### src/hw/term_pkg.sv
package term_pkg;

	// horizontal timing in pixel clocks
	localparam logic [9:0] h_visible = 10'd640;
	localparam logic [9:0] h_front = 10'd16;
	localparam logic [9:0] h_sync = 10'd96;
	localparam logic [9:0] h_back = 10'd48;
	localparam logic [9:0] h_total = 10'd800;

	// vertical timing in lines
	localparam logic [9:0] v_visible = 10'd480;
	localparam logic [9:0] v_front = 10'd10;
	localparam logic [9:0] v_sync = 10'd2;
	localparam logic [9:0] v_back = 10'd33;
	localparam logic [9:0] v_total = 10'd525;

	localparam logic [6:0] grid_cols = 7'd71;
	localparam logic [4:0] grid_rows = 5'd30;
	localparam logic [3:0] cell_w = 4'd9;
	localparam logic [4:0] cell_h = 5'd16;
	localparam int buf_depth = int'(grid_cols) * int'(grid_rows);

	typedef logic [11:0] buf_addr_t;
	typedef logic [11:0] font_addr_t;
	typedef logic [11:0] font_row_t;
	typedef logic [7:0] scan_code_t;
	typedef logic [7:0] ascii_t;
	typedef logic [6:0] col_t;
	typedef logic [4:0] row_t;

	localparam scan_code_t code_release = 8'hf0;
	localparam scan_code_t code_extend = 8'he0;
	localparam ascii_t ascii_space = 8'h20;

	typedef enum logic [1:0] {rx_idle, rx_data, rx_parity, rx_stop} rx_state_e;
	typedef enum logic [1:0] {dec_normal, dec_released, dec_extended} key_state_e;
	typedef enum logic [1:0] {cmd_put, cmd_newline, cmd_erase} key_cmd_e;

	typedef struct packed {
		key_cmd_e cmd;
		ascii_t ch;
	} key_event_t;

	typedef struct packed {
		logic [9:0] x;
		logic [9:0] y;
		logic active;
		logic hsync;
		logic vsync;
	} pixel_pos_t;

	// blanked pixel with syncs idle
	localparam pixel_pos_t pos_blank = '{x: 10'd0, y: 10'd0, active: 1'b0, hsync: 1'b1,
		vsync: 1'b1};

endpackage

### src/hw/glyph_render.sv
`timescale 1ns/1ps

module glyph_render import term_pkg::*; (
	input logic clk,
	input logic rst_n,
	input pixel_pos_t pos,
	output buf_addr_t rd_addr,
	input ascii_t rd_char,
	output font_addr_t font_addr,
	input font_row_t font_row,
	output logic vga_hsync,
	output logic vga_vsync,
	output logic vga_blank_n,
	output logic [7:0] vga_r,
	output logic [7:0] vga_g,
	output logic [7:0] vga_b
);

	col_t cell_col;
	row_t cell_row;
	logic [3:0] in_x;
	logic [3:0] in_y;
	logic in_grid;
	buf_addr_t cell_idx;
	pixel_pos_t pos_s1;
	pixel_pos_t pos_s2;
	logic grid_s1;
	logic grid_s2;
	logic [3:0] cx_s1;
	logic [3:0] cx_s2;
	logic [3:0] cy_s1;
	logic lit;

	// stage 1, cell lookup
	always_comb begin
		cell_col = col_t'(pos.x / cell_w);
		cell_row = row_t'(pos.y / cell_h);
		in_x = 4'(pos.x % cell_w);
		in_y = 4'(pos.y % cell_h);
		// x of 639 falls past column 70
		in_grid = pos.active && (cell_col < grid_cols) && (cell_row < grid_rows);
		cell_idx = cell_row * grid_cols + cell_col;
	end

	assign rd_addr = in_grid ? cell_idx : 12'd0;

	// stage 2, glyph row address
	assign font_addr = grid_s1 ? {rd_char, cy_s1} : 12'd0;

	// stage 3, pixel select
	assign lit = grid_s2 && font_row[cx_s2];

	always_ff @(posedge clk or negedge rst_n) begin
		if (!rst_n) begin
			pos_s1 <= pos_blank;
			pos_s2 <= pos_blank;
			grid_s1 <= 1'b0;
			grid_s2 <= 1'b0;
			vga_hsync <= 1'b1;
			vga_vsync <= 1'b1;
			vga_blank_n <= 1'b0;
			vga_r <= 8'd0;
			vga_g <= 8'd0;
			vga_b <= 8'd0;
		end else begin
			pos_s1 <= pos;
			pos_s2 <= pos_s1;
			grid_s1 <= in_grid;
			grid_s2 <= grid_s1;
			vga_hsync <= pos_s2.hsync;
			vga_vsync <= pos_s2.vsync;
			vga_blank_n <= pos_s2.active;
			vga_r <= {8{lit}};
			vga_g <= {8{lit}};
			vga_b <= {8{lit}};
		end
	end

	always_ff @(posedge clk) begin
		cx_s1 <= in_x;
		cy_s1 <= in_y;
		cx_s2 <= cx_s1;
	end

endmodule

### config.mk
export PLATFORM = sky130hd
export DESIGN_NAME = glyph_render
export DESIGN_NICKNAME = d
export VERILOG_FILES = /design/src/hw/term_pkg.sv /design/src/hw/glyph_render.sv
export SDC_FILE = /design/constraint.sdc
export NUM_CORES = 1
export LEC_CHECK = 0
export BUFFER_PORTS_ARGS = -buffer_cell sky130_fd_sc_hd__buf_2
export CORE_ASPECT_RATIO = 1.4
export CORE_UTILIZATION = 30
export CTS_CLUSTER_DIAMETER = 40
export DETAILED_ROUTE_END_ITERATION = 10
export PLACE_DENSITY = 0.6
export SLEW_MARGIN = 25
export SYNTH_ARGS = -nofsm -noshare
export SYNTH_HDL_FRONTEND = slang
export SYNTH_SLANG_ARGS = --single-unit
### constraint.sdc
create_clock -name clk -period 8 [get_ports clk]
set_clock_uncertainty 0.2 [all_clocks]
set_input_delay 0.8 -clock clk [delete_from_list [all_inputs] [get_ports clk]]
set_output_delay 0.8 -clock clk [all_outputs]
set_load 0.05 [all_outputs]
==> results.md, run 1 <==
- Status: completed
- Syn avg cell area: 8.11 um2
- Mapped Cells: 406
- Unrepaired setup endpoints after global routing: yes
- Worst-margin pin slew: 0.913 ns
- Clock root cell: clkbuf_16
- Met1 track demand over resource: 0.184
- Kind of critical path: primary input to output pin
- Drt drc: 0
- Vias: 3425
- Vias in the first global route: 3361
- Min Clock Period, post-route: 7.69 ns
- Die Height: 126 um
- Initial antenna violation count: 0
- Final ANT Viol Nets: 0
- Layout overhead on the synthesized area: 42.0%
- DRT Pass-1 Iters: 4
- # diodes: 0
- Total CTS buffers: 3
- CP Capture Type: output pin
- Period utilization: 0.961
- Die width: 90.6 um
- Yosys top cell area share: 0.0949
- WL final: 9230 um
- Reg clk slew, reported paths: 0.06 ns
- Ys async rst share: 0.500
- Register area share after synthesis: 0.166
- Most Used Layer, Global Route: met2
- Hold WS: 0.126 ns
- Worst slew margin: 0.389
- Worst-path maximum fanout: 7
- Ratio of cells with drive above 1 in the final layout: 0.472
- Routing usage on met2: 0.315
- Clk pwr share: 0.133
- Via-to-Cell Ratio: 5.04
- VDD IR-drop max: 0.121 mV
- Internal: 0.000538 W
- Clock sink total: 24
- Net Sw Power: 0.000506 W
- Endpoints failing setup: 0
- Total core area: 10500 um2
- Synth Register Bits: 24
- Area leader, netlist: ha_1
- Post-synth cell types: 81
- PwrDens: 223 nW/um2
- Global-route wire length before repair: 15600 um
- IO Count: 96
- Post-synth EDFFs: 0
- Final Hold Vio Count: 0
- Total grt overflow: 0
- Number of nets in the final layout: 622
- FMAX: 130 MHz
- Port Buffers: 94
- HPWL Detailed: 7560 um
- Leading cell type in the layout, fill and taps excluded: buf_2
- Area contributors post-synth: ha_1, dfxtp_1, fa_1, buf_4, dfstp_2
- Worst hold-check path type: flop to flop
- Comb power frac: 0.708
- Yosys warns: 0
- Predominant post-synthesis flop cell: dfxtp_1
- Site Rows: 44
- Commonest non-fill, non-tap cells in the layout: buf_2, buf_4, inv_1
- CP Data Required Time: 7.00 ns
- Finished Cell Area: 4680 um2
- Net count after synthesis: 485
- Pleak: 2.30 nW
- Largest net degree at the start of global routing: 25
- Clk Latency, worst-skew pair: 0.25 ns
- Critical Path Most Common Cell: ha_4
- Die area: 11400 um2
- Initial Utilization: 0.313
- DR iter-0 viols: 141
- H-Tree Depth: 1
- Max clock buf depth: 2
- WL/cell: 13.6 um
- Hold Buf Count CTS: 0
- DP Area: 4290 um2
- CP peak stage delay: 0.35 ns
- Max Cap Viol: 0
- CP Launch Type: primary input
- Final Max Slew Viols: 0
- Reg power frac: 0.160
- Arrival @ worst endpoint: 6.69 ns
- Met3 usage: 0.0145
- Mapped Area: 3290 um2
- CP max-delay cell: a222oi_1
- Switch share: 0.485
- Placer Congestion: 0.921
- CTS tree: done
- GRT Total Usage: 0.162
==> area by class of cell <==
| class | count | area (um2) |
|---|---|---|
| Clock buffer | 3 | 75.1 |
| Clock inverter | 1 | 30.0 |
| Fill cell | 1044 | 5840 |
| Inverter | 40 | 154 |
| Multi-Input combinational cell | 298 | 2550 |
| Sequential cell | 24 | 548 |
| Tap cell | 138 | 173 |
| Timing Repair Buffer | 176 | 1150 |
==> power groups by stage <==
stage | registers (W) | clock network, W | logic (W)
5_1_grt | 0.000170 | 0.000147 | 0.000806
4_1_cts | 0.000167 | 0.000140 | 0.000696
3_3_place_gp | 0.000168 | 0 | 0.000677
6_report | 0.000167 | 0.000138 | 0.000738
3_5_place_dp | 0.000169 | 0 | 0.000686
2_1_floorplan | 0.000174 | 0 | 0.000534
==> what timing repair did <==
| item | 4_1_cts | 5_1_grt |
|---|---|---|
| pin swaps | 5 | 22 |
| buffers inserted | 2 | 9 |
| resized for setup | 9 | 53 |
| endpoints found under the setup margin | 3 | 6 |
==> synthesized netlist by cell type (3+ instances only) <==
cell,n
nand3_1,6
nand2b_1,10
nor4b_1,4
dfrtp_1,6
a21oi_1,25
dfxtp_1,12
a31oi_1,3
mux4_2,3
nor2_1,17
xnor2_1,7
a221oi_1,3
dfstp_2,6
nor3b_1,3
o21ai_0,24
inv_1,38
clkbuf_1,8
nor2_2,8
buf_2,9
buf_4,23
and3_1,5
nand3b_1,4
o211a_1,3
a21o_1,5
xor2_1,4
ha_1,25
mux2i_1,5
nor3_1,5
nand2_1,23
or2_2,4
nor2b_1,14
and2_1,14
fa_1,9
==> worst paths after layout <==
| kind | start | endpoint | slack, ns | cells after the start |
|---|---|---|---|---|
| max | pos[19] | rd_addr[10] | 0.31 | 39 |
| min | cx_s1[3] | cx_s2[3] | 0.13 | 0 |
| max reg2reg | cx_s2[0] | vga_b[0] | 6.36 | 4 |
| min reg2reg | cx_s1[3] | cx_s2[3] | 0.13 | 0 |
| max in group asynchronous | rst_n | pos_s1[1] | 7.12 | 1 |
| min in group asynchronous | rst_n | grid_s1 | 0.21 | 1 |
==> layer usage <==
metal | routed length (um) | share of wire | up-vias
met5 | 0 | 0 | -
met2 | 4960 | 0.54 | 121
met1 | 3710 | 0.40 | 1606
met4 | 142 | 0.015 | 0
met3 | 426 | 0.046 | 8
li1 | - | - | 1690
==> worst max-delay path: cells and delay by family <==
family	cells	cell delay, ns
AND/OR/NAND/NOR	10	1.09
XOR/XNOR	3	0.45
adder cells (fa/ha/maj)	6	1.02
AO/OA/AOI/OAI	12	2.46
buffers and inverters	8	0.87
==> flip-flops by register name (all words and copies together), names as in the netlist <==
signal	cells
vga_blank_n	1
cy_s1	4
vga_vsync	1
grid_s2	1
pos_s2	3
grid_s1	1
vga_b	1
pos_s1	3
cx_s1	4
vga_hsync	1
cx_s2	4
==> logic make-up (layout without fill, tap and decap cells) <==
logic type / count (synthesis) / count (layout) / synth area share
simple gates: 132 / 132 / 0.232
compound gates: 112 / 112 / 0.252
buf+inv: 84 / 220 / 0.130
fa+ha+maj: 34 / 34 / 0.150
flops: 24 / 24 / 0.166
xor+xnor: 12 / 12 / 0.0342
mux: 8 / 8 / 0.0357
==> metrics by stage <==
stage / util / setup TNS (ns) / power, W / setup slack [ns] / std cells
2_1_floorplan: - / 0 / 0.000708 / 0.0213 / 406
3_3_place_gp: 0.408 / -0.239 / 0.000845 / -0.104 / 665
3_5_place_dp: 0.408 / -0.418 / 0.000856 / -0.164 / 665
4_1_cts: 0.422 / 0 / 0.00100 / 0.00708 / 671
5_1_grt: 0.445 / -0.0990 / 0.00112 / -0.0723 / 680
6_report: 0.445 / 0 / 0.00104 / 0.310 / 680
Note: power is estimated with default switching activity, not from simulation.
==> inputs of run 2 (changes only) <==
- CORE_MARGIN: unset -> 1
- PLACE_DENSITY: 0.6 -> 0.58
- clock period: 8 -> 8.2 ns (I/O delays scaled with it)
==> run 2 against run 1 <==
  * Flip-flop and latch count is the same
  * Die area did not move
  * Count of clock-buffer cells in the layout grew 1
  * Core utilization shrank 1.7 points
  * Global-route usage down 1.1 points
  * Highest routed layer unchanged
  * First-iteration DRC count shrank 5.0%
  * Final area down 3.7%
  * Non-clock buffer count fell by 14
  * Critical endpoint unchanged
  * Largest cell class unchanged
  * Critical path depth up 1
==> results.md, run 2 (synthesized netlist as in run 1, its figures left out) <==
- Initial antenna violation count: 0 (unchanged)
- Die area: 11400 um2 (unchanged)
- WL/cell: 13.2 um (was 13.6 um)
- Reg clk slew, reported paths: 0.06 ns (about the same)
- Vias: 3400 (was 3425)
- Worst slew margin: 0.374 (was 0.389)
- Initial Utilization: 0.313 (unchanged)
- CP peak stage delay: 0.42 ns (was 0.35 ns)
- Worst hold-check path type: flop to flop (unchanged)
- CP Capture Type: output pin (unchanged)
- Worst-margin pin slew: 0.935 ns (was 0.913 ns)
- CP endpoint: rd_addr[10] (unchanged)
- Clk Latency, worst-skew pair: 0.25 ns (about the same)
- Hold Buf Count CTS: 0 (unchanged)
- Endpoints failing setup: 0 (unchanged)
- Number of nets in the final layout: 608 (was 622)
- Site Rows: 44 (unchanged)
- GRT Total Usage: 0.151 (was 0.162)
- # diodes: 0 (unchanged)
- Min-delay src: cx_s1[1] (was cx_s1[3])
- CP max-delay cell: or3b_4 (was a222oi_1)
- DRT Pass-1 Iters: 5 (was 4)
- Commonest non-fill, non-tap cells in the layout: buf_2, buf_4, inv_1 (unchanged)
- Leading cell type in the layout, fill and taps excluded: buf_2 (unchanged)
- Min Clock Period, post-route: 7.91 ns
- Clock root cell: clkbuf_16 (unchanged)
- CP Data Required Time: 7.18 ns (was 7.00 ns)
- Crit Reg-Reg Startpoint: cx_s2[0] (unchanged)
- Placer Congestion: 0.918 (was 0.921)
- Die Height: 126 um (unchanged)
- Drt drc: 0 (unchanged)
- Max clock buf depth: 2 (unchanged)
- Hold WS: 0.128 ns (was 0.126 ns)
- Inst Count DP: 658 (was 665)
- Delay-heaviest family, CP: simple AND/OR/NAND/NOR gates (was compound AO/OA/AOI/OAI gates)
- Die width: 90.6 um (unchanged)
- Total core area: 10500 um2 (unchanged)
- FMAX: 126 MHz
- Stages on worst setup path: 40 (was 39)
- Buffers & Inverters on Critical Path: 7 (was 8)
- Final ANT Viol Nets: 0 (unchanged)
- Final Hold Vio Count: 0 (unchanged)
- Reg2reg end: vga_b[0] (unchanged)
- WL final: 8810 um (was 9230 um)
- HPWL Detailed: 7070 um (was 7560 um)
- Final Max Slew Viols: 0 (unchanged)
- Total grt overflow: 0 (unchanged)
- CTS tree: done (unchanged)
- Final Non-Filler Cells: 666 (was 680)
- PwrDens: 213 nW/um2 (was 223 nW/um2)
- VDD IR-drop max: 0.103 mV (was 0.121 mV)
- Via-to-Cell Ratio: 5.11 (was 5.04)
- Pleak: 2.23 nW (was 2.30 nW)
- Worst R2R Setup Slack: 6.57 ns (was 6.36 ns)
- IO Count: 96 (unchanged)
- Biggest regs: cx_s1 x4, cx_s2 x4, cy_s1 x4 (unchanged)
- Ratio of cells with drive above 1 in the final layout: 0.445 (was 0.472)
- DR iter-0 viols: 134 (was 141)
- Status: completed (unchanged)
- Reg2Reg Depth: 4 (unchanged)
- Worst setup startpoint: pos[20] (was pos[19])
- CP Launch Type: primary input (unchanged)
- Layout overhead on the synthesized area: 36.7% (was 42.0%)
- Total CTS buffers: 3 (unchanged)
- Vias in the first global route: 3259 (was 3361)
- Largest net degree at the start of global routing: 25 (unchanged)
- Clock sink total: 24 (unchanged)
- Period utilization: 0.965
- Unrepaired setup endpoints after global routing: yes (unchanged)
- H-Tree Depth: 1 (unchanged)
- Max Cap Viol: 0 (unchanged)
- Critical Path Most Common Cell: ha_1 (was ha_4)
- Worst-path maximum fanout: 15 (was 7)
- Global-route wire length before repair: 14500 um (was 15600 um)
- Arrival @ worst endpoint: 6.89 ns (was 6.69 ns)
- Kind of critical path: primary input to output pin (unchanged)
- Port Buffers: 94 (unchanged)
## run 2: cell count changes in the layout (fill, tap and decap cells not counted), sizes merged
cell and change:
clkbuf +2, buf -15, bufinv -1
## run 2: how the worst min path moves through the flow
| stage | endpoint | cells past startpoint | slack (ns) |
|---|---|---|---|
| 3_3_place_gp | cx_s2[1] | 0 | 0.11 |
| 3_5_place_dp | cx_s2[1] | 0 | 0.11 |
| 6_report | cx_s2[1] | 0 | 0.13 |
| 4_1_cts | cx_s2[1] | 0 | 0.13 |
| 5_1_grt | cx_s2[1] | 0 | 0.14 |
| 2_1_floorplan | cx_s2[0] | 0 | 0.11 |
## run 2: cell type report
| class | count | area (um2) |
|---|---|---|
| Fill cell | 1073 | 6010 |
| Timing Repair Buffer | 162 | 1030 |
| Tap cell | 138 | 173 |
| Clock buffer | 4 | 88.8 |
| Multi-Input combinational cell | 298 | 2510 |
| Sequential cell | 24 | 548 |
| Inverter | 40 | 151 |
## run 2: stage by stage
step	instance area, um2	worst slack [ns]	utilization	power (W)	TNS, ns
after floorplan	3340	-0.151	-	0.000684	-0.151
after global placement	4200	-0.114	0.399	0.000808	-0.219
after detailed placement	4200	-0.238	0.399	0.000815	-0.498
after CTS	4350	0.0963	0.413	0.000942	0
after global routing	4500	-0.0825	0.428	0.00103	-0.0825
final	4500	0.290	0.428	0.000959	0
## run 2: report_power, final
part | switching, W | internal (W) | leakage [nW] | total (W)
Clock | 0.0000351 | 0.0000742 | 0.0442 | 0.000109
Sequential | 0.0000175 | 0.000145 | 0.238 | 0.000162
Combinational | 0.000428 | 0.000260 | 1.95 | 0.000688
Total | 0.000481 | 0.000478 | 2.23 | 0.000959
## run 2: what timing repair did
action                                  CTS  global route
gates resized for setup                  10            40
endpoints found under the setup margin    3             6
setup buffers                             3             2
pin swaps                                 2            12
## run 2: metal layers
| metal | part of all wire | up-vias | track usage |
|---|---|---|---|
| met3 | 0.065 | 10 | 0.0139 |
| met1 | 0.38 | 1576 | 0.164 |
| met5 | 0 | - | 0 |
| li1 | - | 1665 | - |
| met4 | 0.018 | 0 | 0.0398 |
| met2 | 0.54 | 149 | 0.305 |
==> inputs of run 3 (changes only) <==
- CORE_UTILIZATION: 30 -> 48
- PLACE_DENSITY: 0.58 -> 0.82
==> run 3 against run 2 <==
  * Clock power down 30%
  * Via count up 1.2%
  * Largest cell class unchanged
  * Worst hold slack better by 0.0034 ns
==> results.md, run 3 (synthesized netlist as in run 1, its figures left out) <==
- CP peak stage delay: 0.39 ns (was 0.42 ns)
- HPWL Detailed: 6990 um (was 7070 um)
- Clock sink total: 24 (unchanged)
- DP Area: 4050 um2 (was 4200 um2)
- Min Clock Period, post-route: 7.94 ns (was 7.91 ns)
- Initial antenna violation count: 0 (unchanged)
- Reg2Reg Depth: 4 (unchanged)
- Reg clk slew, reported paths: 0.07 ns (was 0.06 ns)
- Max clock buf depth: 2 (unchanged)
- GRT Total Usage: 0.247 (was 0.151)
- WL final: 8940 um (was 8810 um)
- Largest net degree at the start of global routing: 25 (unchanged)
- Worst R2R Setup Slack: 6.47 ns (was 6.57 ns)
- Buffers & Inverters on Critical Path: 7 (unchanged)
- Kind of critical path: primary input to output pin (unchanged)
- CTS tree: done (unchanged)
- Placer Congestion: 0.936 (was 0.918)
- Final ANT Viol Nets: 0 (unchanged)
- Core occupancy in the finished layout: 0.653 (was 0.428)
- Total CTS buffers: 3 (unchanged)
- Site Rows: 35 (was 44)
- Layout overhead on the synthesized area: 31.1% (was 36.7%)
- Hold Buf Count CTS: 0 (unchanged)
- FMAX: 126 MHz (about the same)
- PwrDens: 217 nW/um2 (was 213 nW/um2)
- FILL cells: 535 (was 1073)
- Stages on worst setup path: 40 (unchanged)
- IO Count: 96 (unchanged)
- CP max-delay cell: o32a_1 (was or3b_4)
- Finished Cell Area: 4320 um2 (was 4500 um2)
- Ratio of cells with drive above 1 in the final layout: 0.442 (was 0.445)
- WL/cell: 14.6 um (was 13.2 um)
- WHS Path Cells: 0 (unchanged)
- Biggest regs: cx_s1 x4, cx_s2 x4, cy_s1 x4 (unchanged)
- Clk Latency, worst-skew pair: 0.26 ns (was 0.25 ns)
- Number of nets in the final layout: 600 (was 608)
- Via-to-Cell Ratio: 5.62 (was 5.11)
- Leading cell type in the layout, fill and taps excluded: buf_2 (unchanged)
- CP Data Required Time: 7.18 ns (about the same)
- Worst slew margin: 0.403 (was 0.374)
- VDD IR-drop max: 0.108 mV (was 0.103 mV)
- Initial Utilization: 0.498 (was 0.313)
- DR iter-0 viols: 154 (was 134)
- Commonest non-fill, non-tap cells in the layout: buf_2, buf_4, inv_1 (unchanged)
- Clock root cell: clkbuf_8 (was clkbuf_16)
- CP Launch Type: primary input (unchanged)
- Reg2reg end: vga_b[0] (unchanged)
- Drt drc: 0 (unchanged)
- # diodes: 0 (unchanged)
- Critical Path Most Common Cell: ha_1 (unchanged)
- Die area: 7200 um2 (was 11400 um2)
- Max Cap Viol: 0 (unchanged)
- Endpoints failing setup: 0 (unchanged)
- Total core area: 6610 um2 (was 10500 um2)
- Status: completed (unchanged)
- Port Buffers: 94 (unchanged)
- H-Tree Depth: 1 (unchanged)
- Period utilization: 0.968 (was 0.965)
- Final Max Slew Viols: 0 (unchanged)
- Final Hold Vio Count: 0 (unchanged)
- Total grt overflow: 0 (unchanged)
- Crit Reg-Reg Startpoint: cx_s2[0] (unchanged)
- Overall Power: 0.000937 W (was 0.000959 W)
- Vias: 3442 (was 3400)
- Worst hold-check path type: flop to flop (unchanged)
- Global-route wire length before repair: 14400 um (was 14500 um)
- Min-delay src: cx_s1[2] (was cx_s1[1])
- Delay-heaviest family, CP: compound AO/OA/AOI/OAI gates (was simple AND/OR/NAND/NOR gates)
- Arrival @ worst endpoint: 6.92 ns (was 6.89 ns)
- Worst-margin pin slew: 0.891 ns (was 0.935 ns)
- Pleak: 2.18 nW (was 2.23 nW)
- Worst-path maximum fanout: 24 (was 15)
- DRT Pass-1 Iters: 5 (unchanged)
- Vias in the first global route: 3349 (was 3259)
- Hold EP: cx_s2[2] (was cx_s2[1])
- CP Capture Type: output pin (unchanged)
- Die width: 72.0 um (was 90.6 um)
- Die Height: 100 um (was 126 um)
[run 3: cell types whose count changed in the layout (fill, tap and decap cells not counted), sizes merged]
cell / change
buf: -8
[run 3: cell type report]
type	count	area (um2)	area share
flip-flops and latches	24	548	0.127
clock buffers	4	55.1	0.0127
repair buffers	154	958	0.222
well taps	92	115	0.0266
multi-input cells	298	2490	0.577
inverters	40	151	0.0350
[run 3: per-layer routing]
metal,vias to the layer above,part of all wire,track usage
li1,1641,-,-
met1,1626,0.37,0.254
met2,141,0.54,0.485
met3,34,0.050,0.0171
met4,0,0.038,0.131
met5,-,0,0
[run 3: worst max-delay path by stage]
| stage | from | endpoint | slack (ns) |
|---|---|---|---|
| 2_1_floorplan | pos[20] | rd_addr[10] | -0.15 |
| 3_3_place_gp | pos[19] | rd_addr[8] | -0.008 |
| 3_5_place_dp | pos[19] | rd_addr[8] | -0.22 |
| 4_1_cts | pos[18] | rd_addr[10] | 0.02 |
| 5_1_grt | pos[20] | rd_addr[10] | -0.03 |
| 6_report | pos[21] | rd_addr[10] | 0.26 |
[run 3: what timing repair did]
| action | 4_1_cts | 5_1_grt |
|---|---|---|
| gates resized for setup | 11 | 40 |
| endpoints found under the setup margin | 3 | 6 |
| endpoints found under the hold margin | 0 | 0 |
| buffers inserted | 2 | 5 |
| pin swaps | 1 | 14 |
[run 3: worst reg2reg max path: stages, from the launching register on]
cell and delay, ns:
dfxtp_1 0.42, mux4_2 0.53, mux2i_1 0.15, o21ai_0 0.14, and2_1 0.19
[run 3: power by group]
part	switching (W)	internal, W	total [W]
logic	0.000439	0.000258	0.000697
clock network	0.0000337	0.0000428	0.0000765
registers	0.0000188	0.000144	0.000163
[run 3: per-stage QoR]
step	worst slack (ns)	TNS [ns]	std cells	hold WS, ns
after floorplan	-0.151	-0.151	406	0.110
after global placement	-0.00824	-0.00824	601	0.111
after detailed placement	-0.217	-0.538	601	0.114
after CTS	0.0226	0	607	0.132
after global routing	-0.0302	-0.0529	612	0.142
final	0.262	0	612	0.132
